<file path="src/icache_cfg_pkg.sv">
// instruction cache configuration
// geometry constants, address field types and controller states
`default_nettype none

package icache_cfg_pkg;

  // geometry: two ways, sixteen sets, 16-byte lines
  localparam int unsigned NUM_WAYS    = 2;
  localparam int unsigned NUM_SETS    = 16;
  // upper half of the address space is I/O
  localparam int unsigned NC_ADDR_BIT = 31;
  // nonzero start value for the replacement lfsr
  localparam logic [7:0]  LFSR_SEED   = 8'hA5;

  // physical fetch address
  typedef logic [31:0] paddr_t;
  // address bits 31..8
  typedef logic [23:0] tag_t;
  // address bits 7..4
  typedef logic [3:0]  set_idx_t;
  // word within the line, bits 3..2
  typedef logic [1:0]  word_off_t;

  typedef logic [31:0]  fetch_word_t;
  typedef logic [127:0] line_t;

  // one bit per way, and a binary way number
  typedef logic [1:0] way_vec_t;
  typedef logic [0:0] way_idx_t;

  // controller states
  typedef enum logic [1:0] {
    IDLE,
    READ,
    MISS,
    FLUSH
  } ctrl_state_e;

endpackage

`default_nettype wire

</file>
<file path="src/icache_repl.sv">
// instruction cache replacement
// first invalid way, else a pseudo-random way from an 8-bit lfsr
`timescale 1ns/1ps
`default_nettype none

module icache_repl import icache_cfg_pkg::*; (
  input  wire logic     clk_i,
  input  wire logic     rst_ni,
  input  wire way_vec_t valid_i,
  input  wire logic     cmp_en_i,
  input  wire logic     wr_en_i,
  output way_idx_t      repl_way_o,
  output way_vec_t      repl_way_oh_o
);

  logic [7:0] lfsr_q;
  logic       all_valid;
  way_idx_t   inv_way;
  way_idx_t   pick_way;
  way_vec_t   pick_oh;
  way_vec_t   repl_oh_q;

  // lowest invalid way
  assign all_valid = &valid_i;
  assign inv_way   = valid_i[0] ? way_idx_t'(1'b1) : way_idx_t'(1'b0);
  assign pick_way  = all_valid ? way_idx_t'(lfsr_q[0]) : inv_way;
  assign pick_oh   = way_vec_t'(1) << pick_way;

  // x^8 + x^6 + x^5 + x^4 + 1, steps only when a valid line is evicted
  always_ff @(posedge clk_i or negedge rst_ni) begin : p_lfsr
    if (!rst_ni) begin
      lfsr_q    <= LFSR_SEED;
      repl_oh_q <= way_vec_t'(1);
    end else begin
      if (wr_en_i && all_valid) begin
        lfsr_q <= {lfsr_q[6:0], lfsr_q[7] ^ lfsr_q[5] ^ lfsr_q[4] ^ lfsr_q[3]};
      end
      // hold the choice through the miss
      if (cmp_en_i) begin
        repl_oh_q <= pick_oh;
      end
    end
  end

  assign repl_way_oh_o = repl_oh_q;
  assign repl_way_o    = way_idx_t'(repl_oh_q[1]);

endmodule

`default_nettype wire

</file>
<file path="config.mk">
export PLATFORM = sky130hd
export DESIGN_NAME = icache_repl
export DESIGN_NICKNAME = d
export VERILOG_FILES = /design/src/icache_cfg_pkg.sv /design/src/icache_repl.sv
export SDC_FILE = /design/constraint.sdc
export NUM_CORES = 1
export LEC_CHECK = 0
export BUFFER_PORTS_ARGS = -buffer_cell sky130_fd_sc_hd__buf_2
export CORE_AREA = 2 2 39 41
export CTS_CLUSTER_SIZE = 14
export DETAILED_ROUTE_END_ITERATION = 10
export DIE_AREA = 0 0 41 43
export PLACE_DENSITY_LB_ADDON = 0.3
export SYNTH_ARGS = -nofsm -noshare
export SYNTH_HDL_FRONTEND = slang
export SYNTH_SLANG_ARGS = --single-unit
</file>
<file path="constraint.sdc">
create_clock -name clk_i -period 0.9 [get_ports clk_i]
set_input_delay 0.09 -clock clk_i [delete_from_list [all_inputs] [get_ports clk_i]]
set_output_delay 0.09 -clock clk_i [all_outputs]
set_load 0.05 [all_outputs]
</file>
== Yosys cells after proc, flatten, opt, wreduce, memory -nomap -nowiden ==
Index checks and enable logic that the tools add are counted.

* Register bits after elaboration: 10
* Input port bits: 6
* Output and inout port bits: 3
* Logic and storage cells: 10

* Shift operators: 1
* Muxes and demuxes: 2
* Bitwise gates (word level): 3
* Reduce and logical (&&, ||, !) cells: 2

{| class="wikitable"
|+ Operator list
! cell !! number
|-
| 1-bit bitwise XOR || 3
|-
| 1-bit two-way mux || 2
|-
| 2-bit AND reduction || 1
|-
| 1-bit by 1-bit << shifter with 2-bit output, first input constant || 1
|-
| 1-bit logical AND || 1
|}

== Longest topological paths before layout ==
* Depth in word-level cells: 3
* Mapped depth: 3
* Gate-level depth less buffers: 3

== Worst setup path after synthesis ==
OpenSTA, ideal clock, no wires.

* Path type: reg2out
* Start point: reg repl_oh_q[1] (netlist: repl_way_oh_o[1])
* End point: out repl_way_oh_o[1]
* Arrival: 0.904 ns
* Data required time: 0.810 ns
* Setup slack: -0.094 ns
* Stages on the path, launching flop included: 2
* Path buffers: 1
* Path through: dfrtp_1 buf_4

{| class="wikitable"
|+ RTL lines
! what !! line !! RTL
|-
| from (decl) || icache_repl.sv:21 || <nowiki>way_vec_t repl_oh_q;</nowiki>
|-
| from (signal assigned) || icache_repl.sv:33 || <nowiki>repl_oh_q <= way_vec_t'(1);</nowiki>
|-
| from (signal assigned) || icache_repl.sv:40 || <nowiki>repl_oh_q <= pick_oh;</nowiki>
|-
| to (decl) || icache_repl.sv:13 || <nowiki>output way_vec_t repl_way_oh_o</nowiki>
|}

No word-level cell between the ends.

== Final worst setup path ==
* Start point: reg repl_oh_q[0] (netlist: repl_way_oh_o[0])
* End point: out repl_way_oh_o[0]

No word-level cell between the ends.

==> run summary <==
• 65.12% — layout cell share with drive strength beyond 1
• reg -> out — worst setup path class
• flop — startpoint type of the worst setup path
• 1384 µm² — core region area
• built — CTS tree
• 11 — pin count of the biggest net entering global routing
• 50 — nets@finish
• 0.9656 mW — internal power consumption
• 11 — number of distinct library cells after synthesis
• 0 — post-route DRC violation count
• 1145 µm — first-pass GRT wire length
• 1 — number of search-and-repair iterations in the first detailed-routing pass
• 0 — Max Cap Violations
• 422.9 µm² — Post-Syn Area
• 0 — drt first-iter violations
• 35 — Post-Synthesis Net Count
• 14.58 µm² — synthesized area per cell
• 0.9194 mV — peak supply drop
• 0.06 ns — clock transition at the registers of the reported paths
• 491.7 µm² — instance area after placement
• 677 µm — sum of routed wire length over all layers
• 2443 nW/µm² — areal power density over the cells
• 257.7 µm² — register cell area after layout
• 0.9628 GHz — FMAX
• 23.1% — clock network power share
• 4 — Final setup violation count
• sky130_fd_sc_hd__clkbuf_4 — root buffer cell
• 257 — routed via count
• 0.3975 mW — sw power
• 2 — number of buffers on the longest clock path
• repl_way_oh_o[0] — launch point of the worst path
• sky130_fd_sc_hd__dfstp_2 — cell with the largest stage delay on the worst path
• 10 — clk sinks
• 0.81 ns — data required time of the critical path
• 0.95 ns — Arrival @ worst endpoint
• 29 — Gate Count Post-Synth
• sky130_fd_sc_hd__dfstp_2, sky130_fd_sc_hd__dfrtp_1, sky130_fd_sc_hd__mux2_2, sky130_fd_sc_hd__xnor2_1, sky130_fd_sc_hd__nand3_4 — cell types with the largest area share after synthesis
• 0 — antenna violations before repair
• 60.65% — share of the yosys chip area belonging to registers
• 29.16% — switching part of the total power
• true — RSZ-0062 raised after global routing
• 558.0 µm² — Post-Layout Inst Area
• output pin — critical path endpoint category
• 0.2501 nW — total leakage power
• 31.95% — layout-stage area growth over the synthesis result
• 0.2351 ns — worst-margin pin slew
• lfsr_q[7] — reg-to-reg critical path startpoint
• 0 — Synthesis Warnings
• 10 — number of storage elements in the synthesis netlist
• 27.2% — proportion of power drawn by combinational gates
• 30.56% — initial standard-cell utilization of the core
• 3 — clock buffer count from CTS
• 0.001042 ns — final setup skew
• 115.4% — Period Utilization, post-route
• -0.2562 ns — TNS Setup
• 128 — number of fillers in the final layout
• -0.1387 ns — final setup margin
• 41 µm — Die X-Extent
• 49.7% — proportion of power drawn by flip-flops and latches
• 4.356 — routed via count divided by cell count
• buf_8 — critical path, cell by cell
• 158.9 µm² — area of combinational cells with multiple inputs
• 0.26 ns — source-to-sink clock delay at the later pin of the worst-skew pair
• 8 — I/O Buffers
• 1763 µm² — die outline area
• 1.363 mW — Total Power
• sky130_fd_sc_hd__mux2_2 — most common library cell in the layout ignoring fill and taps
• 11.47 µm — routed wirelength normalized by instance count
• 9 — ports placed on the boundary
• setup timing — failing checks
• 14 — number of rows in the core area
• 1.039 ns — time the final worst path needs with I/O delays and setup
• 0.6635 — last weighted congestion value of the routability-driven placer
• in -> reg — HP Class
• 266 — number of global-route vias before repair
• 1 — number of H-tree levels
• finished with violations — status
• 2 — critical path peak fanout
• 0 — number of antenna cells inserted
• 0.55 ns — biggest cell delay along the critical path
• 0 — final-report max-slew violation count
• 0 — residual overflow from global routing
• 84.33% — normalized max-slew margin
• 43 µm — vertical extent of the die
• 0 — hold violation count in the final report
• sky130_fd_sc_hd__dfstp_2 — biggest area consumer among synthesized cells
• sky130_fd_sc_hd__mux2_2, sky130_fd_sc_hd__buf_2, sky130_fd_sc_hd__dfstp_2 — commonest cells after routing, fill and taps aside
• flip-flops — dominant delay contributor by cell family on the critical path
• 31.07% — fraction of post-synthesis cell area in the top cell type by area
• cmp_en_i — worst hold path startpoint
• 10.19% — global router's overall resource usage
• 0 — post-detailed-route count of antenna-violating nets
• 1 — buffer and inverter count on the worst path
metrics by stage:
step | setup WS (ns) | hold slack, ns | instances | util, %
6_report | -0.1387 | 0.04951 | 59 | 40.33
5_1_grt | -0.1709 | 0.06181 | 59 | 40.33
4_1_cts | -0.1459 | 0.04491 | 59 | 40.33
3_5_place_dp | -0.06061 | -0.04043 | 53 | 35.53
3_3_place_gp | -0.01331 | -0.04946 | 53 | 35.53
2_1_floorplan | -0.008049 | -0.2056 | 29 | -
area by class of cell:
type | count | share of cell area, %
Clock buffer | 4 | 4.709
Tap cell | 16 | 3.587
Sequential cell | 10 | 46.19
Multi-Input combinational cell | 16 | 28.48
Inverter | 2 | 1.345
Timing Repair Buffer | 11 | 15.70
sequential cells by signal, summed over array words and instances (netlist names):
register       cells
lfsr_q             8
repl_way_oh_o      2
logic make-up (layout without fill, tap and decap cells):
family	count (synthesis)	count (layout)	share of synthesized area, %
simple gates	2	2	5.029
compound gates	4	4	5.919
flops	10	10	60.65
mux	7	7	18.64
buf+inv	3	17	3.552
xor+xnor	3	3	6.214
path summary, 6_finish.rpt:
| path | slack [ns] | cells past startpoint | end |
|---|---|---|---|
| setup / recovery | -0.14 | 1 | repl_way_oh_o[0] |
| hold / removal | 0.05 | 2 | repl_way_oh_o[1] |
| setup reg to reg | -0.06 | 3 | lfsr_q[0] |
| hold reg to reg | 0.50 | 2 | lfsr_q[0] |
| max in group asynchronous | 0.43 | 2 | lfsr_q[7] |
| min in group asynchronous | 0.22 | 2 | lfsr_q[1] |
Yosys cell counts, drive strengths merged:
library cell,count
nand2,1
inv,2
o21a,1
mux2,7
o21ai,2
nand3,1
dfstp,5
dfrtp,5
o211ai,1
buf,1
xnor2,3
power by group through the flow:
stage	Sequential [mW]	Combinational (mW)	Clock, mW
global route	0.702	0.408	0.358
detailed placement	0.681	0.330	0
finish	0.678	0.371	0.315
CTS	0.680	0.377	0.324
floorplan	0.714	0.206	0
global placement	0.670	0.315	0
metal layers:
layer	part of all wire [%]	global-route usage, %	wire [µm]	up-vias
li1	-	-	-	126
met1	44	13.85	299	126
met2	52	13.75	351	5
met3	3.8	4.712	26	0
met4	0	4.000	0	0
met5	0	0	0	-
repair_timing:
| item | 4_1_cts | 5_1_grt |
|---|---|---|
| setup buffers | 1 | 0 |
| endpoints found under the setup margin | 4 | 4 |
| hold buffers | 1 | 0 |
| gates resized for setup | 7 | 0 |
| endpoints found under the hold margin | 10 | 0 |
Power figures use the tool's default switching activity.
