[config.mk]
export PLATFORM = sky130hd
export DESIGN_NAME = icache_arrays
export DESIGN_NICKNAME = d
export VERILOG_FILES = /design/src/icache_cfg_pkg.sv /design/src/icache_mem_pkg.sv /design/src/icache_arrays.sv
export SDC_FILE = /design/constraint.sdc
export NUM_CORES = 2
export LEC_CHECK = 0
export BUFFER_PORTS_ARGS = -buffer_cell sky130_fd_sc_hd__buf_2
export CORE_MARGIN = 2
export CORE_UTILIZATION = 50
export DETAILED_ROUTE_END_ITERATION = 12
export HOLD_SLACK_MARGIN = 0.05
export PLACE_DENSITY = 0.7
export SYNTH_ARGS = -nofsm -noshare
export SYNTH_HDL_FRONTEND = slang
export SYNTH_MEMORY_MAX_BITS = 65536
export SYNTH_SLANG_ARGS = --single-unit
[constraint.sdc]
create_clock -name clk_i -period 2.6 [get_ports clk_i]
set_clock_uncertainty 0.1 [all_clocks]
set_input_delay 0.26 -clock clk_i [delete_from_list [all_inputs] [get_ports clk_i]]
set_output_delay 0.26 -clock clk_i [all_outputs]
set_load 0.03 [all_outputs]
[src/icache_cfg_pkg.sv]
// instruction cache configuration
// geometry constants, address field types and controller states
`default_nettype none

package icache_cfg_pkg;

  // geometry: two ways, sixteen sets, 16-byte lines
  localparam int unsigned NUM_WAYS    = 2;
  localparam int unsigned NUM_SETS    = 16;
  // upper half of the address space is I/O
  localparam int unsigned NC_ADDR_BIT = 31;
  // nonzero start value for the replacement lfsr
  localparam logic [7:0]  LFSR_SEED   = 8'hA5;

  // physical fetch address
  typedef logic [31:0] paddr_t;
  // address bits 31..8
  typedef logic [23:0] tag_t;
  // address bits 7..4
  typedef logic [3:0]  set_idx_t;
  // word within the line, bits 3..2
  typedef logic [1:0]  word_off_t;

  typedef logic [31:0]  fetch_word_t;
  typedef logic [127:0] line_t;

  // one bit per way, and a binary way number
  typedef logic [1:0] way_vec_t;
  typedef logic [0:0] way_idx_t;

  // controller states
  typedef enum logic [1:0] {
    IDLE,
    READ,
    MISS,
    FLUSH
  } ctrl_state_e;

endpackage

`default_nettype wire

[src/icache_mem_pkg.sv]
// instruction cache memory side
// fill request, return packet and return kind
`default_nettype none

package icache_mem_pkg;

  import icache_cfg_pkg::*;

  // what a return packet carries
  typedef enum logic {
    IFILL_ACK,
    INV_REQ
  } rtrn_kind_e;

  // invalidation of one way or of all ways in a set
  typedef struct packed {
    set_idx_t idx;
    way_idx_t way;
    logic     vld;
    logic     all;
  } inv_t;

  // return packet, a whole line per beat
  typedef struct packed {
    rtrn_kind_e kind;
    line_t      data;
    inv_t       inv;
  } mem_rtrn_t;

  // fill request towards memory
  typedef struct packed {
    paddr_t   paddr;
    logic     nc;
    way_idx_t way;
  } fill_req_t;

endpackage

`default_nettype wire

[src/icache_arrays.sv]
// instruction cache storage
// tag, valid and line arrays for both ways, synchronous read port
`timescale 1ns/1ps
`default_nettype none

module icache_arrays import icache_cfg_pkg::*, icache_mem_pkg::*; (
  input  wire logic                  clk_i,
  input  wire logic                  rst_ni,
  input  wire logic                  rd_en_i,
  input  wire set_idx_t              rd_set_i,
  input  wire logic                  wr_en_i,
  input  wire set_idx_t              wr_set_i,
  input  wire way_vec_t              wr_way_oh_i,
  input  wire tag_t                  wr_tag_i,
  input  wire line_t                 wr_line_i,
  input  wire logic                  inv_en_i,
  input  wire inv_t                  inv_i,
  input  wire logic                  flush_en_i,
  input  wire set_idx_t              flush_set_i,
  output tag_t  [NUM_WAYS-1:0]       rd_tags_o,
  output line_t [NUM_WAYS-1:0]       rd_lines_o,
  output way_vec_t                   rd_valid_o
);

  tag_t                      tag_mem  [NUM_WAYS][NUM_SETS];
  line_t                     line_mem [NUM_WAYS][NUM_SETS];
  way_vec_t [NUM_SETS-1:0]   valid_q;

  // valid bits: flush wins over invalidation, then refill
  always_ff @(posedge clk_i or negedge rst_ni) begin : p_valid
    if (!rst_ni) begin
      valid_q    <= '0;
      rd_valid_o <= '0;
    end else begin
      if (flush_en_i) begin
        valid_q[flush_set_i] <= '0;
      end else if (inv_en_i && inv_i.all) begin
        valid_q[inv_i.idx] <= '0;
      end else if (inv_en_i && inv_i.vld) begin
        valid_q[inv_i.idx][inv_i.way] <= 1'b0;
      end else if (wr_en_i) begin
        valid_q[wr_set_i] <= valid_q[wr_set_i] | wr_way_oh_i;
      end
      if (rd_en_i) begin
        rd_valid_o <= valid_q[rd_set_i];
      end
    end
  end

  // tag and line storage, per way
  always_ff @(posedge clk_i) begin : p_mem
    for (int w = 0; w < NUM_WAYS; w++) begin
      if (wr_en_i && wr_way_oh_i[w]) begin
        tag_mem[w][wr_set_i]  <= wr_tag_i;
        line_mem[w][wr_set_i] <= wr_line_i;
      end
      // registered read, holds while rd_en is low
      if (rd_en_i) begin
        rd_tags_o[w]  <= tag_mem[w][rd_set_i];
        rd_lines_o[w] <= line_mem[w][rd_set_i];
      end
    end
  end

endmodule

`default_nettype wire

# [After elaboration in Yosys (flattened, before gate mapping)]
# Memory sizes are Yosys's and may differ from the RTL's.
# Index checks and enable logic that the tools add are counted.
[word_totals] regBits=338 ramBits=4864 input_bits=179 output_inout_bits=306 word_cells=95 n_memories=2
[memory_table] memory="line_mem" depth=2 word_bits=2048 rd=2 rd_ports_with_merged_regs=0 write_ports=2 line="icache_arrays.sv:26" rtl="line_t line_mem [NUM_WAYS][NUM_SETS];"
[memory_table] memory="tag_mem" depth=2 word_bits=384 rd=2 rd_ports_with_merged_regs=0 write_ports=2 line="icache_arrays.sv:25" rtl="tag_t tag_mem [NUM_WAYS][NUM_SETS];"
[classes] n_lt_le_gt_ge=12 muxes=41 bitwise_logic=9 n_reduce_logical=10
[ops] operator="2048-bit two-way mux" n=2
[ops] operator="128-bit binary-select mux with 4-bit select" n=2
[ops] operator="384-bit two-way mux" n=2
[ops] operator="128-bit two-way mux" n=5
[ops] operator="128-bit demux with 4-bit select" n=1
[ops] operator="24-bit binary-select mux with 4-bit select" n=2
[ops] operator="32-bit two-way mux" n=4
[ops] operator="24-bit two-way mux" n=5
[ops] operator="32-bit bitwise AND" n=3
[ops] operator="24-bit demux with 4-bit select" n=1
[ops] operator="32-bit NOT" n=3
[ops] operator="32-bit bitwise mux" n=1
[ops] operator="2-bit demux with 4-bit select" n=4
[ops] operator="4-bit by 5-bit less-than comparator with 1-bit output, second input constant" n=4
[ops] operator="2-bit binary-select mux with 4-bit select" n=2
[ops] operator="4-bit by 1-bit greater-or-equal comparator with 1-bit output, second input constant" n=3
[ops] operator="2-bit two-way mux" n=6
[ops] operator="5-bit greater-or-equal comparator, second input constant" n=2
[ops] operator="4-bit NOT with 5-bit output" n=2
[ops] operator="1-bit logical AND" n=9
[ops] operator="5-bit by 1-bit less-than comparator with 1-bit output, second input constant" n=1
[ops] operator="4-bit nonzero test" n=1
[ops] operator="1-bit two-way mux" n=3
[ops] operator="1-bit by 2-bit less-than comparator with 1-bit output, second input constant" n=1
[ops] operator="other kinds (3)" n=3

# [Longest topological paths before layout]
[depth] ltp_word=11 mapped_depth=9 mapped_depth_nobuf=5

# [Worst setup path after synthesis]
# OpenSTA, ideal clock, no wires.
[synth_path] path_type="input to register" start="in wr_set_i[0]" end="mem line_mem[0][2432] in the netlist's numbering, enable pin" setup_time_ns=0.531 arrival_time_ns=4.793 t_required_ns=1.969 path_slack_ns=-2.824 path_stages=5 path_buffers=2 cell_sequence="buf_4 > clkbuf_1 > or3b_2 > nor2_1 > and2_1"
[synth_rtl] element="start, declared" line="icache_arrays.sv:12" rtl="input wire set_idx_t wr_set_i,"
[synth_rtl] element="end, declared" line="icache_arrays.sv:26"

# [Final worst setup path]
[layout_path] start="reg valid_q[7] in the netlist's numbering" end="reg valid_q[5] in the netlist's numbering"
[layout_between] elab_chain_cells=8
[layout_lines] element="start, declared" line="icache_arrays.sv:27" rtl="way_vec_t [NUM_SETS-1:0] valid_q;"
[layout_lines] element="start signal, assigned by index" line="icache_arrays.sv:42" rtl="valid_q[wr_set_i] <= valid_q[wr_set_i] | wr_way_oh_i;"
[layout_lines] element="2-bit binary-select mux with 4-bit select" line="icache_arrays.sv:42"
[layout_lines] element="2-bit two-way mux (implied by the code)" line="icache_arrays.sv:42"
[layout_lines] element="2-bit OR" line="icache_arrays.sv:42"
[layout_lines] element="32-bit bitwise mux" line="icache_arrays.sv:42"
[layout_lines] element="32-bit two-way mux" line="icache_arrays.sv:41" rtl="end else if (wr_en_i) begin"
[layout_lines] element="32-bit two-way mux" line="icache_arrays.sv:39" rtl="end else if (inv_en_i && inv_i.vld) begin"
[layout_lines] element="32-bit two-way mux" line="icache_arrays.sv:37" rtl="end else if (inv_en_i && inv_i.all) begin"
[layout_lines] element="32-bit two-way mux" line="icache_arrays.sv:35" rtl="if (flush_en_i) begin"
# No other way between the ends. The select of a mux whose other input is x is not followed.
# A chain may end at the register's enable or synchronous reset.

==> results.cfg <==
[route]
drc = 0
ant_nets = 0
wirelength_mm = 524
num_vias = 96100
via_per_inst = 6.34
drtPass1Iterations = 8
wl_per_cell_um = 34.6
drtIter0Drc = 13600

[die]
start_util_pct = 50.2
die_x_um = 629
pin_count = 485
rows = 229
die_y_um = 629
coreArea_sq_um = 389000
die-area_sq_um = 396000

[timing]
max_freq_ghz = 0.387
slew_headroom_pct = 46.3
fin_tns_setup_ns = 0
holdWs_ns = 0.161
hold_viol_final = 0
setup_viol = 0
maxSlewViolCount = 0
rsz0062_at_grt = no
fin_crit_sh_pct = 99.3
finalCriticalPeriod_ns = 2.58
max_slew.worst_pin.slew_ns = 0.802

[worst_setup_path]
crit_family = compound AO/OA/AOI/OAI gates
path_max_fanout = 5
worst-endpoint-arrival_ns = 3.36
required_ns = 3.38
slowest_stage = dlygate4sd3_1
crit_path_start_kind = flop
r2r-end = valid_q[5]
crit_path_cell_trace = mux4_2, o21ai_0, o22ai_1, a22o_1, dlygate4sd3_1
crit_path_end_kind = flop
worstRegToRegCells = 5
reg2reg_from = valid_q[7]
crit_buf_inv = 1
r2r_setup_slack_ns = 0.02
slowest_delay_ns = 0.56
criticalPathCategory = reg -> reg

[worst_hold_path]
min_path_cells = 2
hold_path_class = in -> reg
whs_endpoint = rd_lines_o[209]
min-delay-start = rd_en_i

[pwr]
switching_share_pct = 21.6
power_frac_seq_pct = 52.8
pwr_density_cell_nw_per_um2 = 770
p_int_w = 0.141
comb_power_share_pct = 5.5
power_w = 0.179
clock_power_share_pct = 41.7
peakVddDrop_v = 0.000696
p_sw_w = 0.0387
p_leak_nw = 75.0

[synth]
yosys.cell_types.count = 36
synth_area_per_cell_sq_um = 24.9
syn-instance-count = 7851
netlist_area_sq_um = 195000
yosysSeqAreaShare_pct = 79.9
synth_top_cell_area_share_pct = 79.5
synth_area_leaders = edfxtp_1 79%, mux4_2 16%, mux2i_1 0.62%
ys_ff_latch = 5202
synth_top_area_cell = edfxtp_1
synth-warning-count = 0
synth_fp_nets = 8030

[finish]
syn_to_final_growth_pct = 19.3
drive_gt1_share_pct = 35.8
nets = 9691
final.fill_count = 26100
instances_no_fill = 15200
final_core_util_pct = 59.9

[flow_run]
cap_violations = 0

[global_routing]
grtUsageTotal_pct = 26.3
grt_max_degree = 69
grt_pass1_wl_mm = 739
grt_pass1_vias = 96900
antenna_found_initial = 67
grt_remaining_overflow = 0

[placed_design]
gp_congestion = 0.808
place_inst = 14000
port_buffers = 484
dp_hpwl_mm = 327

[clock_tree]
clkTransAtPathRegs_ns = 0.06
clock-sinks = 5202
cts_buffers = 522
h-tree-depth = 6
root_buffer = clkbuf_16
clk_latency_ns = 1.04
post_cts.repair.setup_buffers = 0
clockBufferDepth = 4
cts_tree = built

[outcome]
status = complete, no violations
[metal layers]
metal / vias to the layer above / track usage, % / wire length [um]
li1: 37500 / - / -
met1: 52000 / 36.7 / 197000
met2: 5777 / 43.0 / 258000
met3: 836 / 5.33 / 54400
met4: 40 / 6.91 / 14600
met5: - / 0 / 235
[metrics by stage]
step	setup slack (ns)	instance area, sq um
global placement	0.00312	214000
global route	0.0214	233000
CTS	0.0147	233000
finish	0.0187	233000
floorplan	-0.146	195000
detailed placement	0.00730	214000
[cells by family after synthesis]
logic type             share of synthesized area (%)
AND/OR/NAND/NOR                                0.784
flip-flops                                      79.9
multiplexers                                    17.0
buffers and inverters                          0.940
AO/OA/AOI/OAI                                   1.33
[final cells by class]
type	count	area, sq um	share of cell area [%]
Sequential cell	5202	156000	67.0
Multi-Input combinational cell	2228	37500	16.1
Timing Repair Buffer	1554	15900	6.83
Clock buffer	632	13700	5.88
Tap cell	5197	6500	2.79
Clock inverter	290	3210	1.38
Antenna cell	44	110	0.0473
Inverter	4	15.0	0.00644
[how the worst max path moves through the flow]
stage | cells after the start | end | from
final | 5 | valid_q[5] | valid_q[7]
after global routing | 10 | rd_valid_o[1] | rd_set_i[0]
after CTS | 6 | valid_q[30] | valid_q[26]
after detailed placement | 8 | rd_tags_o[0] | rd_set_i[0]
after global placement | 8 | rd_lines_o[64] | rd_set_i[0]
after floorplan | 5 | line_mem[0][3968] | wr_set_i[0]
[power groups by stage]
stage                     Combinational, W  Sequential, W  Clock (W)
after floorplan                    0.00448         0.0966          0
final                              0.00990         0.0947     0.0748
after CTS                          0.00995         0.0947     0.0758
after global routing                0.0104         0.0947     0.0789
after global placement             0.00934         0.0964          0
after detailed placement           0.00957         0.0964          0
[timing repair]
| action | 4_1_cts | 5_1_grt |
|---|---|---|
| endpoints found under the hold margin | 5765 | 0 |
| endpoints found under the setup margin | 0 | 7 |
| hold buffers | 203 | 0 |
| resized for setup | 0 | 4 |
[layout by cell type, fill, tap and decap left out, drive strengths merged, types with 2 or more instances in the layout]
| cell | count |
|---|---|
| nand2b | 8 |
| dfrtp | 34 |
| a21o | 4 |
| nor2b | 117 |
| o21ai | 64 |
| a21oi | 144 |
| clkbuf | 632 |
| bufinv | 50 |
| nand4bb | 2 |
| o22ai | 5 |
| a211oi | 114 |
| mux2i | 120 |
| edfxtp | 5168 |
| buf | 1354 |
| and2 | 34 |
| clkinvlp | 13 |
| inv | 32 |
| or2 | 5 |
| nand2 | 32 |
| nand3b | 3 |
| a31oi | 12 |
| nand4 | 5 |
| o211ai | 41 |
| nor2 | 24 |
| clkinv | 199 |
| mux4 | 1422 |
| nand3 | 36 |
| a22o | 28 |
| dlygate4sd3 | 200 |
| diode | 44 |
[state kept, by name (all words and copies together) (netlist names)]
register    cells
line_mem     4096
tag_mem       768
rd_lines_o    256
rd_tags_o      48
valid_q        32
rd_valid_o      2
[cells in the mapped netlist]
library cell / instances
edfxtp_1: 5168
mux4_2: 1422
clkbuf_1: 205
buf_2: 162
a21oi_1: 144
mux2i_1: 120
nor2b_1: 117
a211oi_1: 114
o21ai_0: 64
o211ai_1: 41
buf_1: 39
nand3_1: 36
and2_1: 34
dfrtp_1: 34
nand2_1: 32
a22o_1: 28
nor2_1: 24
a31oi_1: 12
buf_4: 8
nand2b_1: 8
nand4_1: 5
o22ai_1: 5
or2_2: 5
a21o_1: 4
inv_1: 4
buf_6: 3
nand3b_1: 3
nand4bb_1: 2
mux2_2: 1
nand4b_1: 1
nor3_1: 1
o21bai_1: 1
o311ai_0: 1
or3_1: 1
or3b_2: 1
or4b_2: 1
No activity file was read; power rests on OpenSTA's default activity.
