### src/icache_cfg_pkg.sv
// instruction cache configuration
// geometry constants, address field types and controller states
`default_nettype none

package icache_cfg_pkg;

  // geometry: two ways, sixteen sets, 16-byte lines
  localparam int unsigned NUM_WAYS    = 2;
  localparam int unsigned NUM_SETS    = 16;
  // upper half of the address space is I/O
  localparam int unsigned NC_ADDR_BIT = 31;
  // nonzero start value for the replacement lfsr
  localparam logic [7:0]  LFSR_SEED   = 8'hA5;

  // physical fetch address
  typedef logic [31:0] paddr_t;
  // address bits 31..8
  typedef logic [23:0] tag_t;
  // address bits 7..4
  typedef logic [3:0]  set_idx_t;
  // word within the line, bits 3..2
  typedef logic [1:0]  word_off_t;

  typedef logic [31:0]  fetch_word_t;
  typedef logic [127:0] line_t;

  // one bit per way, and a binary way number
  typedef logic [1:0] way_vec_t;
  typedef logic [0:0] way_idx_t;

  // controller states
  typedef enum logic [1:0] {
    IDLE,
    READ,
    MISS,
    FLUSH
  } ctrl_state_e;

endpackage

`default_nettype wire

### src/icache_mem_pkg.sv
// instruction cache memory side
// fill request, return packet and return kind
`default_nettype none

package icache_mem_pkg;

  import icache_cfg_pkg::*;

  // what a return packet carries
  typedef enum logic {
    IFILL_ACK,
    INV_REQ
  } rtrn_kind_e;

  // invalidation of one way or of all ways in a set
  typedef struct packed {
    set_idx_t idx;
    way_idx_t way;
    logic     vld;
    logic     all;
  } inv_t;

  // return packet, a whole line per beat
  typedef struct packed {
    rtrn_kind_e kind;
    line_t      data;
    inv_t       inv;
  } mem_rtrn_t;

  // fill request towards memory
  typedef struct packed {
    paddr_t   paddr;
    logic     nc;
    way_idx_t way;
  } fill_req_t;

endpackage

`default_nettype wire

### src/icache_fetch_out.sv
// instruction cache output side
// tag compare, word select and fill request forming
`timescale 1ns/1ps
`default_nettype none

module icache_fetch_out import icache_cfg_pkg::*, icache_mem_pkg::*; (
  input  wire logic                  cmp_en_i,
  input  wire tag_t                  tag_i,
  input  wire word_off_t             off_i,
  input  wire logic                  nc_i,
  input  wire set_idx_t              addr_set_i,
  input  wire way_idx_t              repl_way_i,
  input  wire tag_t  [NUM_WAYS-1:0]  rd_tags_i,
  input  wire line_t [NUM_WAYS-1:0]  rd_lines_i,
  input  wire way_vec_t              rd_valid_i,
  input  wire mem_rtrn_t             rtrn_i,
  output logic                       hit_o,
  output fetch_word_t                data_o,
  output fill_req_t                  fill_o
);

  way_vec_t    hit_vec;
  way_idx_t    hit_way;
  fetch_word_t hit_word;
  fetch_word_t rtrn_word;

  // per way compare
  always_comb begin : p_cmp
    for (int w = 0; w < NUM_WAYS; w++) begin
      hit_vec[w] = rd_valid_i[w] & (rd_tags_i[w] == tag_i);
    end
  end

  // nc accesses never hit
  assign hit_o   = cmp_en_i & ~nc_i & (|hit_vec);
  assign hit_way = way_idx_t'(hit_vec[1]);

  // word from the hit line, or from the returned line
  assign hit_word  = rd_lines_i[hit_way][{off_i, 5'b0} +: 32];
  assign rtrn_word = rtrn_i.data[{off_i, 5'b0} +: 32];
  assign data_o    = cmp_en_i ? hit_word : rtrn_word;

  // word address for nc, line address otherwise
  assign fill_o.paddr = nc_i ? {tag_i, addr_set_i, off_i, 2'b00} : {tag_i, addr_set_i, 4'b0000};
  assign fill_o.nc    = nc_i;
  assign fill_o.way   = repl_way_i;

endmodule

`default_nettype wire

### config.mk
export PLATFORM = sky130hd
export DESIGN_NAME = icache_fetch_out
export DESIGN_NICKNAME = d
export VERILOG_FILES = /design/src/icache_cfg_pkg.sv /design/src/icache_mem_pkg.sv /design/src/icache_fetch_out.sv
export SDC_FILE = /design/constraint.sdc
export NUM_CORES = 1
export LEC_CHECK = 0
export BUFFER_PORTS_ARGS = -buffer_cell sky130_fd_sc_hd__buf_2
export CORE_AREA = 10 10 201 203
export DETAILED_ROUTE_END_ITERATION = 10
export DIE_AREA = 0 0 211 213
export PLACE_DENSITY_LB_ADDON = 0.05
export REMOVE_ABC_BUFFERS = 1
export SLEW_MARGIN = 40
export SYNTH_ARGS = -nofsm -noshare
export SYNTH_HDL_FRONTEND = slang
export SYNTH_SLANG_ARGS = --single-unit
### constraint.sdc
create_clock -name vclk -period 3.41
set_input_delay 0.1705 -clock vclk [all_inputs]
set_output_delay 0.1705 -clock vclk [all_outputs]
set_load 0.05 [all_outputs]
# Word-level counts from Yosys, hierarchy flattened
# Cells that the tools add are included.
[classes]
order_cmp = 1
n_eq_ne = 2
shift = 2
mux = 4
bitwise_logic = 5
n_reduce_logical = 1
[op_table]
columns = ["op", "count"]
rows = [
  ["$mux W128", 2],
  ["$shiftx A128 B8 Y32", 2],
  ["$eq A24 B24 Y1", 2],
  ["$mux W32", 1],
  ["$and A1 B1 Y1", 4],
  ["$mux W4", 1],
  ["$lt A1 B2 Y1 const B", 1],
  ["$reduce_or A2 Y1", 1],
  ["$not A1 Y1", 1],
]
[totals]
regBits = 0
output_inout_bits = 67
elab_cells = 15

# Longest topological paths before layout
# Gate-level depths: netlist (run 1).
[logic_depth]
ltp_word = 6
mapped_depth = 10
ltp_nobuf = 7

# Worst setup path before layout (run 1)
# OpenSTA, ideal clock, no wires.
[synth_timing]
path_type = "input-to-output"
from = "input port tag_i[14]"
to = "output port hit_o"
arrival_ps = 2732
path_slack_ps = 507
path_stages = 9
cell_sequence = "xnor2_1 > nand4_1 > or4_4 > buf_6 > nor2_4 > buf_6 > buf_2 > a21oi_1 > nor3b_1"
[synth_between]
elab_chain_cells = 4
elab_cells_between_ends = 6
classes_between = "2 x eq/ne; 3 x bitwise; 1 x reduce/logical"
[synth_lines]
columns = ["element", "line", "rtl"]
rows = [
  ["start: declaration", "icache_fetch_out.sv:8", "input wire tag_t tag_i,"],
  ["$eq A24 B24 Y1", "icache_fetch_out.sv:30", "hit_vec[w] = rd_valid_i[w] & (rd_tags_i[w] == tag_i);"],
  ["$and A1 B1 Y1", "icache_fetch_out.sv:30", ""],
  ["$reduce_or A2 Y1 (*)", "icache_fetch_out.sv:35", "assign hit_o = cmp_en_i & ~nc_i & (|hit_vec);"],
  ["$and A1 B1 Y1 (*)", "icache_fetch_out.sv:35", ""],
  ["end: declaration", "icache_fetch_out.sv:17", "output logic hit_o,"],
]
# Every way passes the cells marked *; elsewhere a longest branch is shown, timed or not.

# Final worst setup path (run 1)
[layout_timing]
from = "input port tag_i[19]"
to = "output port data_o[11]"
[layout_between]
elab_chain_cells = 6
[layout_lines]
columns = ["element", "line", "rtl"]
rows = [
  ["$eq A24 B24 Y1", "icache_fetch_out.sv:30", ""],
  ["$and A1 B1 Y1", "icache_fetch_out.sv:30", ""],
  ["$mux W128 (implied by the code) (2 in a row)", "icache_fetch_out.sv:39", "assign hit_word = rd_lines_i[hit_way][{off_i, 5'b0} +: 32];"],
  ["$shiftx A128 B8 Y32", "icache_fetch_out.sv:39", ""],
  ["$mux W32", "icache_fetch_out.sv:41", "assign data_o = cmp_en_i ? hit_word : rtrn_word;"],
  ["end: declaration", "icache_fetch_out.sv:18", "output fetch_word_t data_o,"],
]
# Every way passes these cells. The select of a mux whose other input is x is not followed.

==> flow_summary.json, run 1 <==
{
  "core_um2": 36260,
  "cellLeakagePower_nw": 3.418,
  "die_w_um": 211,
  "period_share_pct": 86.79,
  "grt_usage_pct": 14.99,
  "register_area_um2": 0,
  "fin_ws_ns": 0.4506,
  "relSlewSlack_pct": 52.66,
  "dp.cells": 1673,
  "yosys-top-cells-area": "o21ai_0 13%, nand2_1 11%, a311oi_1 10%",
  "highest_layer": "met5",
  "synth_top_cells_by_count": "131 x nand2_1, 111 x o21ai_0, 82 x nor2_1",
  "vias": 7532,
  "ctsHoldBuffers": 0,
  "grt_max_degree": 89,
  "setup_viol": 0,
  "drive_above_1_share_pct": 47.39,
  "ys_seq_area_share_pct": 0,
  "fin_cells": 1676,
  "ios": 542,
  "yosysUniqueCellTypes": 29,
  "wl_met3_um": 2738,
  "period_needed_ns": 2.959,
  "synth_cells": 772,
  "grt_pass1_wl_um": 51850,
  "ir_drop_v": 0.00006901,
  "endpoint_kind": "output pin",
  "dieHeight_um": 213,
  "dp_hpwl_um": 30680,
  "synth_top_area_cell": "o21ai_0",
  "wl_met2_um": 20230,
  "overflow": 0,
  "drc": 0,
  "arrival_ns": 2.79,
  "wl_per_cell_um": 22.16,
  "nFlopsAndLatches": 0,
  "antenna_found_initial": 9,
  "yosys_warnings": 0,
  "synth_area_um2": 4300,
  "yosysMostFrequentCell": "nand2_1",
  "p_per_area_nw_per_um2": 132.4,
  "avgSynthCellArea_um2": 5.570,
  "path_class": "in2out",
  "crit_fanout": 40,
  "dp_slack_ns": 0.4042,
  "critPathRequiredTime_ns": 3.24,
  "gp_congestion": 0.7979,
  "critPathLaunchType": "input port",
  "first_global_vias": 7896,
  "die_area_um2": 44940,
  "status": "finished clean",
  "ctsResizeCount": 0,
  "met1_length_um": 14020,
  "clock.fmax_ghz": 0.3379,
  "start_util_pct": 11.86,
  "yosys.area.top_type_share_pct": 12.92,
  "post_drt_via_cell_ratio": 4.494,
  "nFillCells": 4344,
  "rsz0062_at_grt": "false",
  "port_buffers": 522,
  "multi_input_area_um2": 3706,
  "cts_setup_buffers": 0,
  "hold_viol": 0,
  "fp-row-count": 70,
  "area_delta_synth_final_pct": 69.19,
  "postRouteAntennaNets": 0,
  "nets": 1682,
  "drt_iter0_drc": 323,
  "slew_viol_final": 0,
  "dr.pass1.iters": 5,
  "worst_slew_pin_slew_ns": 0.7101,
  "worst_hold_path_type": "in2out",
  "clkbuf_count": 0,
  "max_cap_violations": 0,
  "wl_um": 37140
}
[cell usage in the layout (no fill, tap or decap), types with 15 or more instances in the layout]
cell	n
nor2_1	81
a31oi_1	64
a311oi_1	49
nor3_1	18
nand2_1	130
a31o_2	15
buf_2	519
a21o_1	17
or3_1	17
buf_4	17
xnor2_1	33
xor2_1	15
o21ai_0	111
a311o_1	15
nand3_1	66
[path summary, 6_finish.rpt]
path          start          to  cells after the start
max       tag_i[19]  data_o[11]                     10
min   addr_set_i[1]   fill_o[7]                      0
[metrics by stage]
stage                     util, %  hold slack, ns  total power [W]  TNS, ns  area, µm²
after floorplan                 -          0.3410        0.0004110  -180.61       3689
after global placement      20.04          0.3415        0.0009788        0       7268
after detailed placement    20.04          0.3415        0.0009759        0       7268
after CTS                   20.04          0.3415        0.0009796        0       7268
after global routing        20.07          0.3413         0.001047        0       7276
final                       20.07          0.3413        0.0009633        0       7276
[cell families after synthesis]
kind of cell    share of synthesized area, %
xor+xnor                               9.776
compound gates                         41.84
simple gates                           33.98
other cells                          0.08720
buf+inv                                14.31
[where the power goes]
part | internal, W | leakage, nW | switching, W
Combinational | 0.000397 | 3.42 | 0.000566
Sequential | 0 | 0 | 0
Clock | 0.000000000118 | 0.0000190 | 0
[routing by layer]
metal,up-vias,global-route usage [%]
met5,-,0
met4,8,0.9740
met3,16,3.915
met2,314,29.18
met1,3515,16.44
li1,3679,-
[area by class of cell]
class | count | share of cell area, %
diodes | 3 | 0.1032
well taps | 468 | 8.048
multi-input cells | 656 | 50.94
repair buffers | 549 | 40.91
[worst max-delay path: stages]
cell	delay, ns
buf_2	0.13
xnor2_1	0.22
nand4_1	0.19
or4_4	0.59
buf_4	0.28
o21ai_0	0.22
a31oi_1	0.12
a21o_1	0.25
or3_1	0.33
buf_2	0.23
Note: power is estimated with default switching activity, not from simulation.
==> inputs of run 2 (changes only) <==
==> constraint.sdc (replaced) <==
create_clock -name vclk -period 3.41
set_input_delay 0.682 -clock vclk [all_inputs]
set_output_delay 0.682 -clock vclk [all_outputs]
set_load 0.05 [all_outputs]
==> run 2 against run 1 <==
  * The run now ends with setup timing left
  * Hold slack better by 1.0 ns
  * Non-clock buffer count up 68
  * Critical path depth grew 2
  * Flip-flop and latch count unchanged
  * Worst setup slack got worse by 0.69 ns
  * Utilization increased by 3.4 points
  * Cell count grew 4.5%
  * First-iteration DRC count decreased by 8.4%
  * Power is 14% higher
  * Combinational power grew 13%
  * Design area increased by 17%
==> flow_summary.json, run 2 (synthesis gave the netlist of run 1 again) <==
{
  "core_um2": 36260,
  "setup_viol": 32,
  "cellLeakagePower_nw": 3.993,
  "placed_cell_area_um2": 7736,
  "crit_fanout": 8,
  "register_area_um2": 0,
  "wl_per_cell_um": 22.76,
  "clock.fmax_ghz": 0.2740,
  "slew_viol_final": 0,
  "first_global_vias": 8187,
  "nets": 1750,
  "grt_pass1_wl_um": 54760,
  "p_per_area_nw_per_um2": 128.6,
  "gp_congestion": 0.8273,
  "relSlewSlack_pct": 60.17,
  "post_drt_via_cell_ratio": 4.450,
  "critPathRequiredTime_ns": 2.73,
  "fin_area_um2": 8514,
  "period_needed_ns": 3.650,
  "area_delta_synth_final_pct": 97.99,
  "start_util_pct": 11.86,
  "status": "complete, but fails checks",
  "nFlopsAndLatches": 0,
  "drc": 0,
  "period_share_pct": 107.0,
  "drt_iter0_drc": 296,
  "dieHeight_um": 213,
  "utilization_pct": 23.48,
  "fp-row-count": 70,
  "clkbuf_count": 0,
  "arrival_ns": 2.97,
  "die_w_um": 211,
  "postRouteAntennaNets": 0,
  "drive_above_1_share_pct": 53.89,
  "wl_um": 39850,
  "endpoint_kind": "output pin",
  "grt_usage_pct": 16.06,
  "worst_slew_pin_slew_ns": 0.5960,
  "fin_ws_ns": -0.2396,
  "hold_viol": 0,
  "timing.hold.ws_ns": 1.364,
  "mostFrequentLayoutCells": "483 x buf_2, 123 x nand2_1, 91 x o21ai_0",
  "ir_drop_v": 0.00006898,
  "hold_depth": 0,
  "finalSetupTns_ns": -5.607,
  "path_class": "in2out",
  "dp_hpwl_um": 32920,
  "vias": 7792,
  "max_cap_violations": 0,
  "dr.pass1.iters": 6,
  "violations": "setup timing",
  "die_area_um2": 44940,
  "port_buffers": 522,
  "worst_hold_path_type": "in2out",
  "critPathLaunchType": "input port",
  "ios": 542,
  "dp_slack_ns": -0.6279,
  "antenna_found_initial": 17,
  "grt_max_degree": 56,
  "overflow": 0,
  "layout_commonest_cell": "buf_2",
  "rsz0062_at_grt": "true",
  "ctsHoldBuffers": 0
}
-- run 2: cell types whose count changed in the layout (fill, tap and decap cells not counted), moves of 16 or more --
cell and change:
buf_4 +62, buf_2 -36, buf_6 +29, o21ai_0 -20
o21ai_1 +17, a311oi_1 -16, a311oi_2 +16
-- run 2: metrics by stage --
stage | std cells | power [W]
floorplan | 656 | 0.0004110
global placement | 1733 | 0.001010
detailed placement | 1733 | 0.001006
CTS | 1739 | 0.001079
global route | 1750 | 0.001184
finish | 1751 | 0.001095
-- run 2: path summary, 6_finish.rpt --
path	end	from	slack (ns)
max	data_o[22]	tag_i[17]	-0.24
min	fill_o[7]	addr_set_i[1]	1.36
-- run 2: layer usage --
layer	vias up	wire length (µm)	track usage, %	part of all wire, %
met5	-	54	0	0.14
met4	8	258	1.898	0.65
met3	22	3399	4.839	8.5
met2	353	21280	30.39	53
met1	3578	14860	17.61	37
li1	3831	-	-	-
-- run 2: report_power, final --
group	switching, W	internal (W)
Clock	0	0.000000000354
Combinational	0.000609	0.000486
Sequential	0	0
-- run 2: repair_timing --
| action | 4_1_cts | 5_1_grt |
|---|---|---|
| buffers inserted | 4 | 2 |
| cloned | 2 | 1 |
| pin swaps | 34 | 18 |
| resized for setup | 94 | 65 |
| setup endpoints to repair | 33 | 33 |
| hold endpoints to repair | 0 | 0 |
-- run 2: worst max-delay path: stages --
cell     delay (ns)
buf_2          0.11
xnor2_1        0.14
nand4_1        0.16
or4_4          0.57
nor2_4         0.13
buf_12         0.14
buf_12         0.14
buf_12         0.12
nand2_2        0.05
a311o_1        0.30
a31oi_1        0.18
buf_4          0.23
-- run 2: final cells by class --
type / count / area (µm²)
diodes: 10 / 25.02
fillers: 4276 / 27750
multi-input cells: 656 / 4058
well taps: 468 / 585.6
repair buffers: 617 / 3846
