## config.mk

```make
export PLATFORM = sky130hd
export DESIGN_NAME = icache_ctrl
export DESIGN_NICKNAME = d
export VERILOG_FILES = /design/src/icache_cfg_pkg.sv /design/src/icache_mem_pkg.sv /design/src/icache_ctrl.sv
export SDC_FILE = /design/constraint.sdc
export NUM_CORES = 1
export LEC_CHECK = 0
export BUFFER_PORTS_ARGS = -buffer_cell sky130_fd_sc_hd__buf_4
export CORE_AREA = 4 4 41 43
export CTS_CLUSTER_DIAMETER = 30
export DETAILED_ROUTE_END_ITERATION = 8
export DIE_AREA = 0 0 45 47
export PLACE_DENSITY = 0.79
export SYNTH_ARGS = -nofsm -noshare
export SYNTH_HDL_FRONTEND = slang
export SYNTH_SLANG_ARGS = --single-unit
```

## constraint.sdc

```tcl
create_clock -name clk_i -period 1.71 [get_ports clk_i]
set_clock_uncertainty 0.15 [all_clocks]
set_input_delay 0.2565 -clock clk_i [delete_from_list [all_inputs] [get_ports clk_i]]
set_output_delay 0.2565 -clock clk_i [all_outputs]
set_load 0.005 [all_outputs]
```

## src/icache_cfg_pkg.sv

```systemverilog
// instruction cache configuration
// geometry constants, address field types and controller states
`default_nettype none

package icache_cfg_pkg;

  // geometry: two ways, sixteen sets, 16-byte lines
  localparam int unsigned NUM_WAYS    = 2;
  localparam int unsigned NUM_SETS    = 16;
  // upper half of the address space is I/O
  localparam int unsigned NC_ADDR_BIT = 31;
  // nonzero start value for the replacement lfsr
  localparam logic [7:0]  LFSR_SEED   = 8'hA5;

  // physical fetch address
  typedef logic [31:0] paddr_t;
  // address bits 31..8
  typedef logic [23:0] tag_t;
  // address bits 7..4
  typedef logic [3:0]  set_idx_t;
  // word within the line, bits 3..2
  typedef logic [1:0]  word_off_t;

  typedef logic [31:0]  fetch_word_t;
  typedef logic [127:0] line_t;

  // one bit per way, and a binary way number
  typedef logic [1:0] way_vec_t;
  typedef logic [0:0] way_idx_t;

  // controller states
  typedef enum logic [1:0] {
    IDLE,
    READ,
    MISS,
    FLUSH
  } ctrl_state_e;

endpackage

`default_nettype wire

```

## src/icache_mem_pkg.sv

```systemverilog
// instruction cache memory side
// fill request, return packet and return kind
`default_nettype none

package icache_mem_pkg;

  import icache_cfg_pkg::*;

  // what a return packet carries
  typedef enum logic {
    IFILL_ACK,
    INV_REQ
  } rtrn_kind_e;

  // invalidation of one way or of all ways in a set
  typedef struct packed {
    set_idx_t idx;
    way_idx_t way;
    logic     vld;
    logic     all;
  } inv_t;

  // return packet, a whole line per beat
  typedef struct packed {
    rtrn_kind_e kind;
    line_t      data;
    inv_t       inv;
  } mem_rtrn_t;

  // fill request towards memory
  typedef struct packed {
    paddr_t   paddr;
    logic     nc;
    way_idx_t way;
  } fill_req_t;

endpackage

`default_nettype wire

```

## src/icache_ctrl.sv

```systemverilog
// instruction cache controller
// request/refill FSM, enable and pending-flush tracking, flush sweep
`timescale 1ns/1ps
`default_nettype none

module icache_ctrl import icache_cfg_pkg::*, icache_mem_pkg::*; (
  input  wire logic       clk_i,
  input  wire logic       rst_ni,
  input  wire logic       en_i,
  input  wire logic       flush_i,
  input  wire logic       req_i,
  input  wire logic       hit_i,
  input  wire logic       nc_i,
  input  wire logic       fill_ack_i,
  input  wire logic       rtrn_vld_i,
  input  wire rtrn_kind_e rtrn_kind_i,
  output logic            ready_o,
  output logic            valid_o,
  output logic            fill_req_o,
  output logic            miss_o,
  output logic            rd_en_o,
  output logic            wr_en_o,
  output logic            inv_en_o,
  output logic            flush_en_o,
  output set_idx_t        flush_set_o,
  output logic            cmp_en_o,
  output logic            cache_en_o
);

  ctrl_state_e state_d, state_q;
  logic        cache_en_d, cache_en_q;
  logic        flush_d, flush_q;
  logic        cmp_en_d, cmp_en_q;
  set_idx_t    flush_cnt_q;
  logic        flush_done;
  logic        fill_rtrn;

  // invalidations are taken in any state, never together with a fill
  assign inv_en_o  = rtrn_vld_i & (rtrn_kind_i == INV_REQ);
  assign fill_rtrn = rtrn_vld_i & (rtrn_kind_i == IFILL_ACK);

  //////////////////////////////////////////////////
  // state machine
  //////////////////////////////////////////////////

  always_comb begin : p_fsm
    state_d    = state_q;
    // switching off is immediate, switching on goes via FLUSH
    cache_en_d = cache_en_q & en_i;
    flush_d    = flush_q | flush_i;
    cmp_en_d   = 1'b0;
    ready_o    = 1'b0;
    valid_o    = 1'b0;
    fill_req_o = 1'b0;
    miss_o     = 1'b0;
    rd_en_o    = 1'b0;
    wr_en_o    = 1'b0;
    flush_en_o = 1'b0;

    unique case (state_q)
      // wait for a request
      IDLE: begin
        if (flush_d || (en_i && !cache_en_q)) begin
          state_d = FLUSH;
        end else if (!rtrn_vld_i) begin
          ready_o = 1'b1;
          if (req_i) begin
            rd_en_o  = 1'b1;
            cmp_en_d = cache_en_q;
            state_d  = READ;
          end
        end
      end
      // tag compare; nc and disabled accesses fall into the miss path
      READ: begin
        if (hit_i) begin
          state_d = IDLE;
          // a pending flush drops the hit
          if (!flush_d) begin
            valid_o = 1'b1;
            // back to back requests, unless an invalidation comes in
            if (!rtrn_vld_i) begin
              ready_o = 1'b1;
              if (req_i) begin
                rd_en_o  = 1'b1;
                cmp_en_d = cache_en_q;
                state_d  = READ;
              end
            end
          end
        end else begin
          // hold the fill request until acknowledged
          fill_req_o = 1'b1;
          if (fill_ack_i) begin
            // count only real misses
            miss_o  = ~nc_i;
            state_d = MISS;
          end
        end
      end
      // wait for the line, always consumed
      MISS: begin
        if (fill_rtrn) begin
          state_d = IDLE;
          if (!flush_d) begin
            valid_o = 1'b1;
            wr_en_o = ~nc_i;
          end
        end
      end
      // sweep all sets, one per cycle
      FLUSH: begin
        flush_en_o = 1'b1;
        if (flush_done) begin
          state_d    = IDLE;
          flush_d    = 1'b0;
          cache_en_d = en_i;
        end
      end
      default: begin
        state_d = FLUSH;
      end
    endcase
  end

  //////////////////////////////////////////////////
  // flush counter and registers
  //////////////////////////////////////////////////

  assign flush_done  = (flush_cnt_q == set_idx_t'(NUM_SETS - 1));
  assign flush_set_o = flush_cnt_q;
  assign cmp_en_o    = cmp_en_q;
  assign cache_en_o  = cache_en_q;

  always_ff @(posedge clk_i or negedge rst_ni) begin : p_regs
    if (!rst_ni) begin
      state_q     <= IDLE;
      cache_en_q  <= 1'b0;
      flush_q     <= 1'b0;
      cmp_en_q    <= 1'b0;
      flush_cnt_q <= '0;
    end else begin
      state_q    <= state_d;
      cache_en_q <= cache_en_d;
      flush_q    <= flush_d;
      cmp_en_q   <= cmp_en_d;
      // wraps to zero after the last set
      if (flush_en_o) begin
        flush_cnt_q <= flush_cnt_q + 1'b1;
      end
    end
  end

endmodule

`default_nettype wire

```

======== Yosys cells after proc, flatten, opt, wreduce, memory -nomap -nowiden ========
Index checks and enable logic that the tools add are counted.
operators by class
  $add $sub $neg .......................... 1
  equality and inequality tests ........... 9
  muxes and demuxes ....................... 45
  bitwise operators ....................... 6
  reduce and logical (&&, ||, !) cells .... 5
operators with widths
  kind                 number
  $mux 1               33
  $mux 2               7
  $ne 3x3->1 const B   3
  $pmux 1 s2           4
  $pmux 2 s4           1
  $reduce_and 5->1     1
  $add 4x1->4 const B  1
  $eq 2x2->1 const B   2
  $eq 4x4->1 const B   1
  $ne 2x2->1 const B   2
  $and 1x1->1          3
  $eq 2x1->1 const B   1
  $logic_not 2->1      1
  $not 1->1            2
  $logic_and 1x1->1    1
  $logic_not 1->1      1
  $logic_or 1x1->1     1
  $or 1x1->1           1
storage, ports and cells
  register bits after elaboration ......... 9
  input port bits ......................... 10

======== Depth between registers and ports, before layout ========
Gate-level depths: netlist of run 1.
  word-level depth ........................ 5
  depth in mapped cells ................... 6
  depth with buffers taken out ............ 6

======== Least setup slack after synthesis of run 1 ========
Ideal clock, no wire load.
  path kind ............................... register to register
  from .................................... register state_q[1]
  to ...................................... register state_q[0]
  setup time .............................. 0.130 ns
  arrival time ............................ 1.271 ns
  required time ........................... 1.430 ns
  path slack .............................. 0.159 ns
  stages on the path, launching flop included .. 7
  clock period less this slack ............ 1.551 ns
  cell sequence ........................... dfrtp_1 -> inv_1 -> ha_1 -> nor2b_1 -> a222oi_1 -> o21ai_1 -> mux2i_1
on the way
  word-level cells in the longest chain between the ends .. 3
  elaborated cells on any way between the ends .. 11
  those cells by class .................... eq/ne (8); mux (1); reduce/logical (2)
ends and longest elaborated chain
  item                                                line                RTL
  start, declared                                     icache_ctrl.sv:30   ctrl_state_e state_d, state_q;
  start signal, assigned                              icache_ctrl.sv:143  state_q <= state_d;
  $eq 2x1->1, or another cell as far along            icache_ctrl.sv:60   unique case (state_q)
  $ne 3x3->1 (no line) or $ne 2x2->1 (tied branches)  -
  $reduce_and 5->1 (no line)                          -
Parallel ways exist; a longest one is shown, timed or not.
A chain may end at the register's enable or synchronous reset.

======== Final worst setup path of run 1 ========
  from .................................... register state_q[0]
  to ...................................... output port rd_en_o
on the way
  word-level cells in the longest chain between the ends .. 2
  elaborated cells on any way between the ends .. 3
  those cells by class .................... eq/ne (1); mux (1); reduce/logical (1)
ends and longest elaborated chain
  item                                           line               RTL
  $eq 2x1->1 or $logic_not 2->1 (tied branches)  icache_ctrl.sv:60
  $pmux 1 s2 (*)                                 icache_ctrl.sv:60
  end, declared                                  icache_ctrl.sv:21  output logic rd_en_o,
Mark *: on every way between the ends. The rest lies on a longest branch, timed or not.

==> reports/results.txt, run 1 <==
status = finished, violations left
Clock Pin Slew Worst Setup and Hold Paths = 60 ps
Initial Util = 0.407
Die Span Y = 47 um
hold slack = 74.7 ps
Max transition margin = 0.793
post-route ant nets = 0
most common library cells after synthesis = 9 x dfrtp_1, 5 x ha_1, 5 x nor2_1
synth warn = 0
# setup viols final = 5
CP startpoint kind = register
Pre-Repair DR Iteration Count = 4
# clock sinks = 9
period utilization = 1.08
Setup CP Type = reg2out
die width = 45 um
CP Buf/Inv Count = 1
Synthesized Nets = 67
gpl congestion = 0.774
worst-margin pin slew = 310 ps
Yosys top cell area share = 0.426
Max FO, Critical Path = 3
pin count of the biggest net entering global routing = 10
total track usage = 0.137
EDFF count, synth = 0
Finished Cell Area = 878 sq um
Yosys reg bits = 9
CTS H-tree depth = 1
max frequency = 0.540 GHz
CP peak stage delay = 440 ps
most common cell in the netlist = dfrtp_1
synthesized area = 529 sq um
Core ar. = 1300 sq um
maxcap violations = 0
nets = 101
total number of vias = 489
worst skew pair latency = 250 ps
worst path required time = 1300 ps
Site Rows = 13
vias in the first global route = 483
Crit. End Element = output port
share of flip-flops with an asynchronous set or reset = 1.00
worst min-delay path category = in2reg
die footprint = 2120 sq um
global route overflow = 0
synth unique cells = 24
Power Total = 1.19 mW
pwr dens = 1350 nW/um^2
Port Buffers = 23
top post-synthesis cells by area = dfrtp_1 43%, ha_1 12%, mux2i_1 5.7%
Area after DPL = 728 sq um
Leakage = 0.408 nW
cell family with most CP delay = flip-flops
number of DRC markers in iteration 0 = 7
final core utilization = 0.675
final setup margin = -140 ps
Total Wirelength = 1300 um
DRC = 0
Synth Instances = 52
arrival time at the worst endpoint = 1440 ps
Primary FF master, synth = dfrtp_1
post-synth top area cell = dfrtp_1
slowest stage cell, crit path = dfrtp_2
Routed WL per cell = 13.0 um
Clock Tree Root = clkbuf_4
register area share after synthesis = 0.426
# IOs = 24
failing checks = negative setup slack
RSZ-0062 raised after global routing = yes
Num CTS Buffers = 3
hpwl dp = 975 um
VDD IR max = 0.000941 V
Avg Vias per Cell = 4.89
first-pass GRT wire length = 2010 um
critical-path cell list = ha_4 -> and4bb_2 -> a31oi_4 -> nor2b_2 -> buf_4
Hold Fails Final Rpt = 0
Slew Limit Fails = 0
clock tree buffer depth = 2
minimum clock period = 1850 ps
synthesis-to-layout area growth = 66.0%
mean area per synthesized cell = 10.2 sq um
# diodes = 0
antenna violations before repair = 0
layout cells sized above 1 = 0.541
CTS tree = built
-- layout make-up --
type / instances / area (sq um)
repair buffers: 29 / 231
clock buffers: 4 / 26.3
inverters: 4 / 15.0
well taps: 15 / 18.8
fillers: 115 / 423
flip-flops and latches: 9 / 226
multi-input cells: 39 / 360
-- where the power goes --
group	internal (mW)	switching (mW)
logic	0.374	0.275
registers	0.294	0.0872
clock network	0.0894	0.0666
total	0.757	0.428
-- flip-flops by register name, summed over array words and instances, names as in the netlist --
| name | count |
|---|---|
| cache_en_o | 1 |
| flush_set_o | 4 |
| state_q | 2 |
| cmp_en_o | 1 |
| flush_q | 1 |
-- cell usage in the layout (no fill, tap or decap), types with 2 or more instances in the layout --
cell | Yosys | layout
buf_4 | 0 | 25
dfrtp_1 | 9 | 8
nand2b_1 | 2 | 2
nor2b_2 | 0 | 2
nand2_1 | 2 | 2
and2_1 | 2 | 2
inv_2 | 0 | 2
mux2i_1 | 3 | 3
inv_1 | 4 | 2
nand3_1 | 2 | 2
xnor2_1 | 2 | 2
buf_6 | 0 | 3
clkbuf_4 | 0 | 3
ha_4 | 0 | 3
nor2_1 | 5 | 4
-- layer usage --
metal,wire [um],track usage,vias up,part of all wire
li1,-,-,244,-
met1,494,0.136,221,0.38
met2,660,0.240,20,0.51
met3,118,0.0268,4,0.091
met4,29,0.123,0,0.022
met5,0,0,-,0
-- per-stage QoR --
stage / setup TNS [ps] / setup slack (ps) / instances
6_report: -465 / -140 / 100
5_1_grt: -817 / -204 / 100
4_1_cts: -417 / -153 / 99
3_5_place_dp: 0 / 52.6 / 91
3_3_place_gp: 0 / 87.1 / 91
2_1_floorplan: 0 / 159 / 52
-- repair_timing --
action                                 4_1_cts  5_1_grt
buffers inserted                             3        1
gates cloned                                 0        0
endpoints found under the hold margin        9        0
hold buffers                                 1        0
resized for setup                            7       13
pin swaps                                    3        2
setup endpoints to repair                    5        8
-- path summary, 6_finish.rpt --
check	start	end	slack [ps]	cells after the start
setup / recovery	state_q[0]	rd_en_o	-140	5
hold / removal	en_i	cache_en_o	70	2
setup reg to reg	state_q[0]	state_q[1]	70	6
hold reg to reg	flush_set_o[3]	flush_set_o[3]	370	1
max in group asynchronous	rst_ni	state_q[0]	1070	2
min in group asynchronous	rst_ni	flush_q	200	2
-- kinds of logic after synthesis --
| group | synth area share |
|---|---|
| compound gates | 0.0733 |
| fa+ha+maj | 0.118 |
| buf+inv | 0.0284 |
| simple gates | 0.227 |
| xor+xnor | 0.0497 |
| flops | 0.426 |
| mux | 0.0780 |
No activity file was read; power rests on OpenSTA's default activity.
==> run 2: changes to the inputs <==
CORE_AREA = unset   (was 4 4 41 43)
CORE_UTILIZATION = 40   (was unset)
DIE_AREA = unset   (was 0 0 45 47)
PLACE_DENSITY = 0.8   (was 0.79)
==> run 2 against run 1 <==
The flow still finishes with violations (negative setup slack); power fell by 3.4%; hold slack improved by 5.8 ps; final cell count did not move; via count rose by 0.61%; combinational power fell by 6.8%; clock-buffer cell count did not move; die area fell by 30%; non-clock buffer count rose by 1; design area fell by 2.6%; fmax fell by 1.0%; largest power group unchanged.
==> reports/results.txt, run 2 (synthesized netlist as in run 1, its figures left out) <==
status = finished, violations left (unchanged)
failing checks = negative setup slack (unchanged)
top routing layer in use = met4 (unchanged)
worst hold path depth = 2 (unchanged)
most frequent cells in the layout = 27 x buf_4, 8 x dfrtp_1, 4 x nor2_1 (was 25 x buf_4, 8 x dfrtp_1, 4 x nor2_1)
global route overflow = 0 (unchanged)
R2R Path Start = state_q[1] (was state_q[0])
arrival time at the worst endpoint = 1460 ps (was 1440 ps)
die footprint = 1470 sq um (was 2120 sq um)
antenna violations before repair = 0 (unchanged)
CTS tree = built (unchanged)
Port Buffers = 23 (unchanged)
CTS H-tree depth = 1 (unchanged)
Max FO, Critical Path = 3 (unchanged)
number of DRC markers in iteration 0 = 6 (was 7)
first-pass GRT wire length = 1970 um (was 2010 um)
Post-Layout Cell Count = 100 (unchanged)
max FFs per register = 4 (unchanged)
Finished Cell Area = 856 sq um (was 878 sq um)
hpwl dp = 885 um (was 975 um)
Hold Fails Final Rpt = 0 (unchanged)
Total Wirelength = 1210 um (was 1300 um)
DRC = 0 (unchanged)
CP startpoint kind = register (unchanged)
RSZ-0062 raised after global routing = yes (unchanged)
Clock Pin Slew Worst Setup and Hold Paths = 60 ps (about the same)
total track usage = 0.202 (was 0.137)
# diodes = 0 (unchanged)
Avg Vias per Cell = 4.92 (was 4.89)
final setup margin = -160 ps (was -140 ps)
cell family with most CP delay = flip-flops (unchanged)
# clock sinks = 9 (unchanged)
met3 WL = 46 um (was 118 um)
most common cell after layout, fill and taps aside = buf_4 (unchanged)
max frequency = 0.535 GHz (was 0.540 GHz)
Site Rows = 12 (was 13)
layout cells sized above 1 = 0.523 (was 0.541)
Crit. End Element = output port (unchanged)
Slew Limit Fails = 0 (unchanged)
pwr dens = 1340 nW/um^2 (was 1350 nW/um^2)
Leakage = 0.407 nW (was 0.408 nW)
dpl cells = 90 (was 91)
Multi-input gate area = 335 sq um (was 360 sq um)
period utilization = 1.09 (was 1.08)
nets = 102 (was 101)
Sequential Area = 226 sq um (unchanged)
VDD IR max = 0.000894 V (was 0.000941 V)
# setup viols final = 6 (was 5)
# IOs = 24 (unchanged)
worst path required time = 1300 ps (about the same)
met1 wire length = 515 um (was 494 um)
post-route ant nets = 0 (unchanged)
Num CTS Buffers = 3 (unchanged)
total number of vias = 492 (was 489)
gpl congestion = 0.779 (was 0.774)
worst-margin pin slew = 278 ps (was 310 ps)
flop-to-flop setup slack = -30 ps (was 70 ps)
layout filler cell count = 91 (was 115)
R2R cell count = 6 (unchanged)
pin count of the biggest net entering global routing = 10 (unchanged)
Setup TNS = -457 ps (was -465 ps)
maxcap violations = 0 (unchanged)
die width = 38.4 um (was 45 um)
FF-to-FF End = state_q[0] (was state_q[1])
Max transition margin = 0.814 (was 0.793)
Setup CP Type = reg2out (unchanged)
synthesis-to-layout area growth = 61.7% (was 66.0%)
Clock Tree Root = clkbuf_4 (unchanged)
clock tree buffer depth = 2 (unchanged)
worst min-delay path category = in2reg (unchanged)
Die Span Y = 38.4 um (was 47 um)
Core ar. = 1170 sq um (was 1300 sq um)
slowest stage cell, crit path = dfrtp_2 (unchanged)
hold endpoint = cache_en_o (unchanged)
hold_sp = en_i (unchanged)
worst skew pair latency = 250 ps (about the same)
vias in the first global route = 452 (was 483)
Pre-Repair DR Iteration Count = 4 (unchanged)
CP Buf/Inv Count = 1 (unchanged)
met2 wire len = 631 um (was 660 um)
Routed WL per cell = 12.1 um (was 13.0 um)
critical-path cell list = ha_4 -> and4bb_2 -> a31oi_2 -> nor2b_1 -> buf_4 (was ha_4 -> and4bb_2 -> a31oi_4 -> nor2b_2 -> buf_4)
Initial Util = 0.452 (was 0.407)
CP peak stage delay = 440 ps (about the same)
minimum clock period = 1870 ps (was 1850 ps)
Area after DPL = 727 sq um (was 728 sq um)
==> run 2: changes by cell type in the layout (fill, tap and decap cells not counted) <==
cell,change
a31oi_2,+1
a31oi_4,-1
buf_4,+2
buf_6,-1
ha_2,+1
ha_4,-1
nor2b_1,+1
nor2b_2,-1
o21ai_1,+1
o21ai_2,-1
==> run 2: report_power, final <==
part	total [mW]	switching (mW)	internal (mW)
registers	0.383	0.0897	0.294
clock network	0.158	0.0684	0.0895
logic	0.604	0.249	0.355
==> run 2: worst max-delay path by stage <==
stage,startpoint,to,slack [ps],cells past startpoint
after floorplan,state_q[1],state_q[0],160,6
after global placement,state_q[1],rd_en_o,90,6
after detailed placement,state_q[1],rd_en_o,20,6
after CTS,state_q[1],rd_en_o,-150,6
after global routing,state_q[1],rd_en_o,-230,6
final,state_q[0],rd_en_o,-160,5
==> run 2: worst register-to-register path, stage by stage (launching register included) <==
cell,delay [ps]
dfrtp_1,390
buf_4,160
ha_4,160
buf_4,120
a222oi_1,310
o21ai_1,170
mux2i_1,150
==> run 2: layer usage <==
layer | track usage | up-vias
met1 | 0.246 | 227
met2 | 0.326 | 15
li1 | - | 248
met5 | 0 | -
met4 | 0.129 | 0
met3 | 0.0349 | 2
==> run 2: final cells by class <==
type,count,area share
well taps,14,0.0205
repair buffers,30,0.275
flip-flops and latches,9,0.265
multi-input cells,39,0.392
inverters,4,0.0175
clock buffers,4,0.0307
==> run 2: what timing repair did <==
| action | in CTS | in global routing |
|---|---|---|
| hold endpoints to repair | 9 | 0 |
| hold buffers | 1 | 0 |
| pin swaps | 2 | 4 |
| resized for setup | 9 | 6 |
| setup endpoints to repair | 5 | 8 |
| setup buffers | 4 | 1 |
==> run 2: through the flow <==
| stage | total power, mW | hold slack, ps | setup WS [ps] | util |
|---|---|---|---|---|
| after floorplan | 0.635 | -189 | 159 | - |
| after global placement | 0.822 | -66.9 | 86.3 | 0.621 |
| after detailed placement | 0.836 | -65.7 | 16.2 | 0.621 |
| after CTS | 1.09 | 70.7 | -154 | 0.707 |
| after global routing | 1.24 | 71.1 | -230 | 0.731 |
| final | 1.15 | 80.5 | -160 | 0.731 |
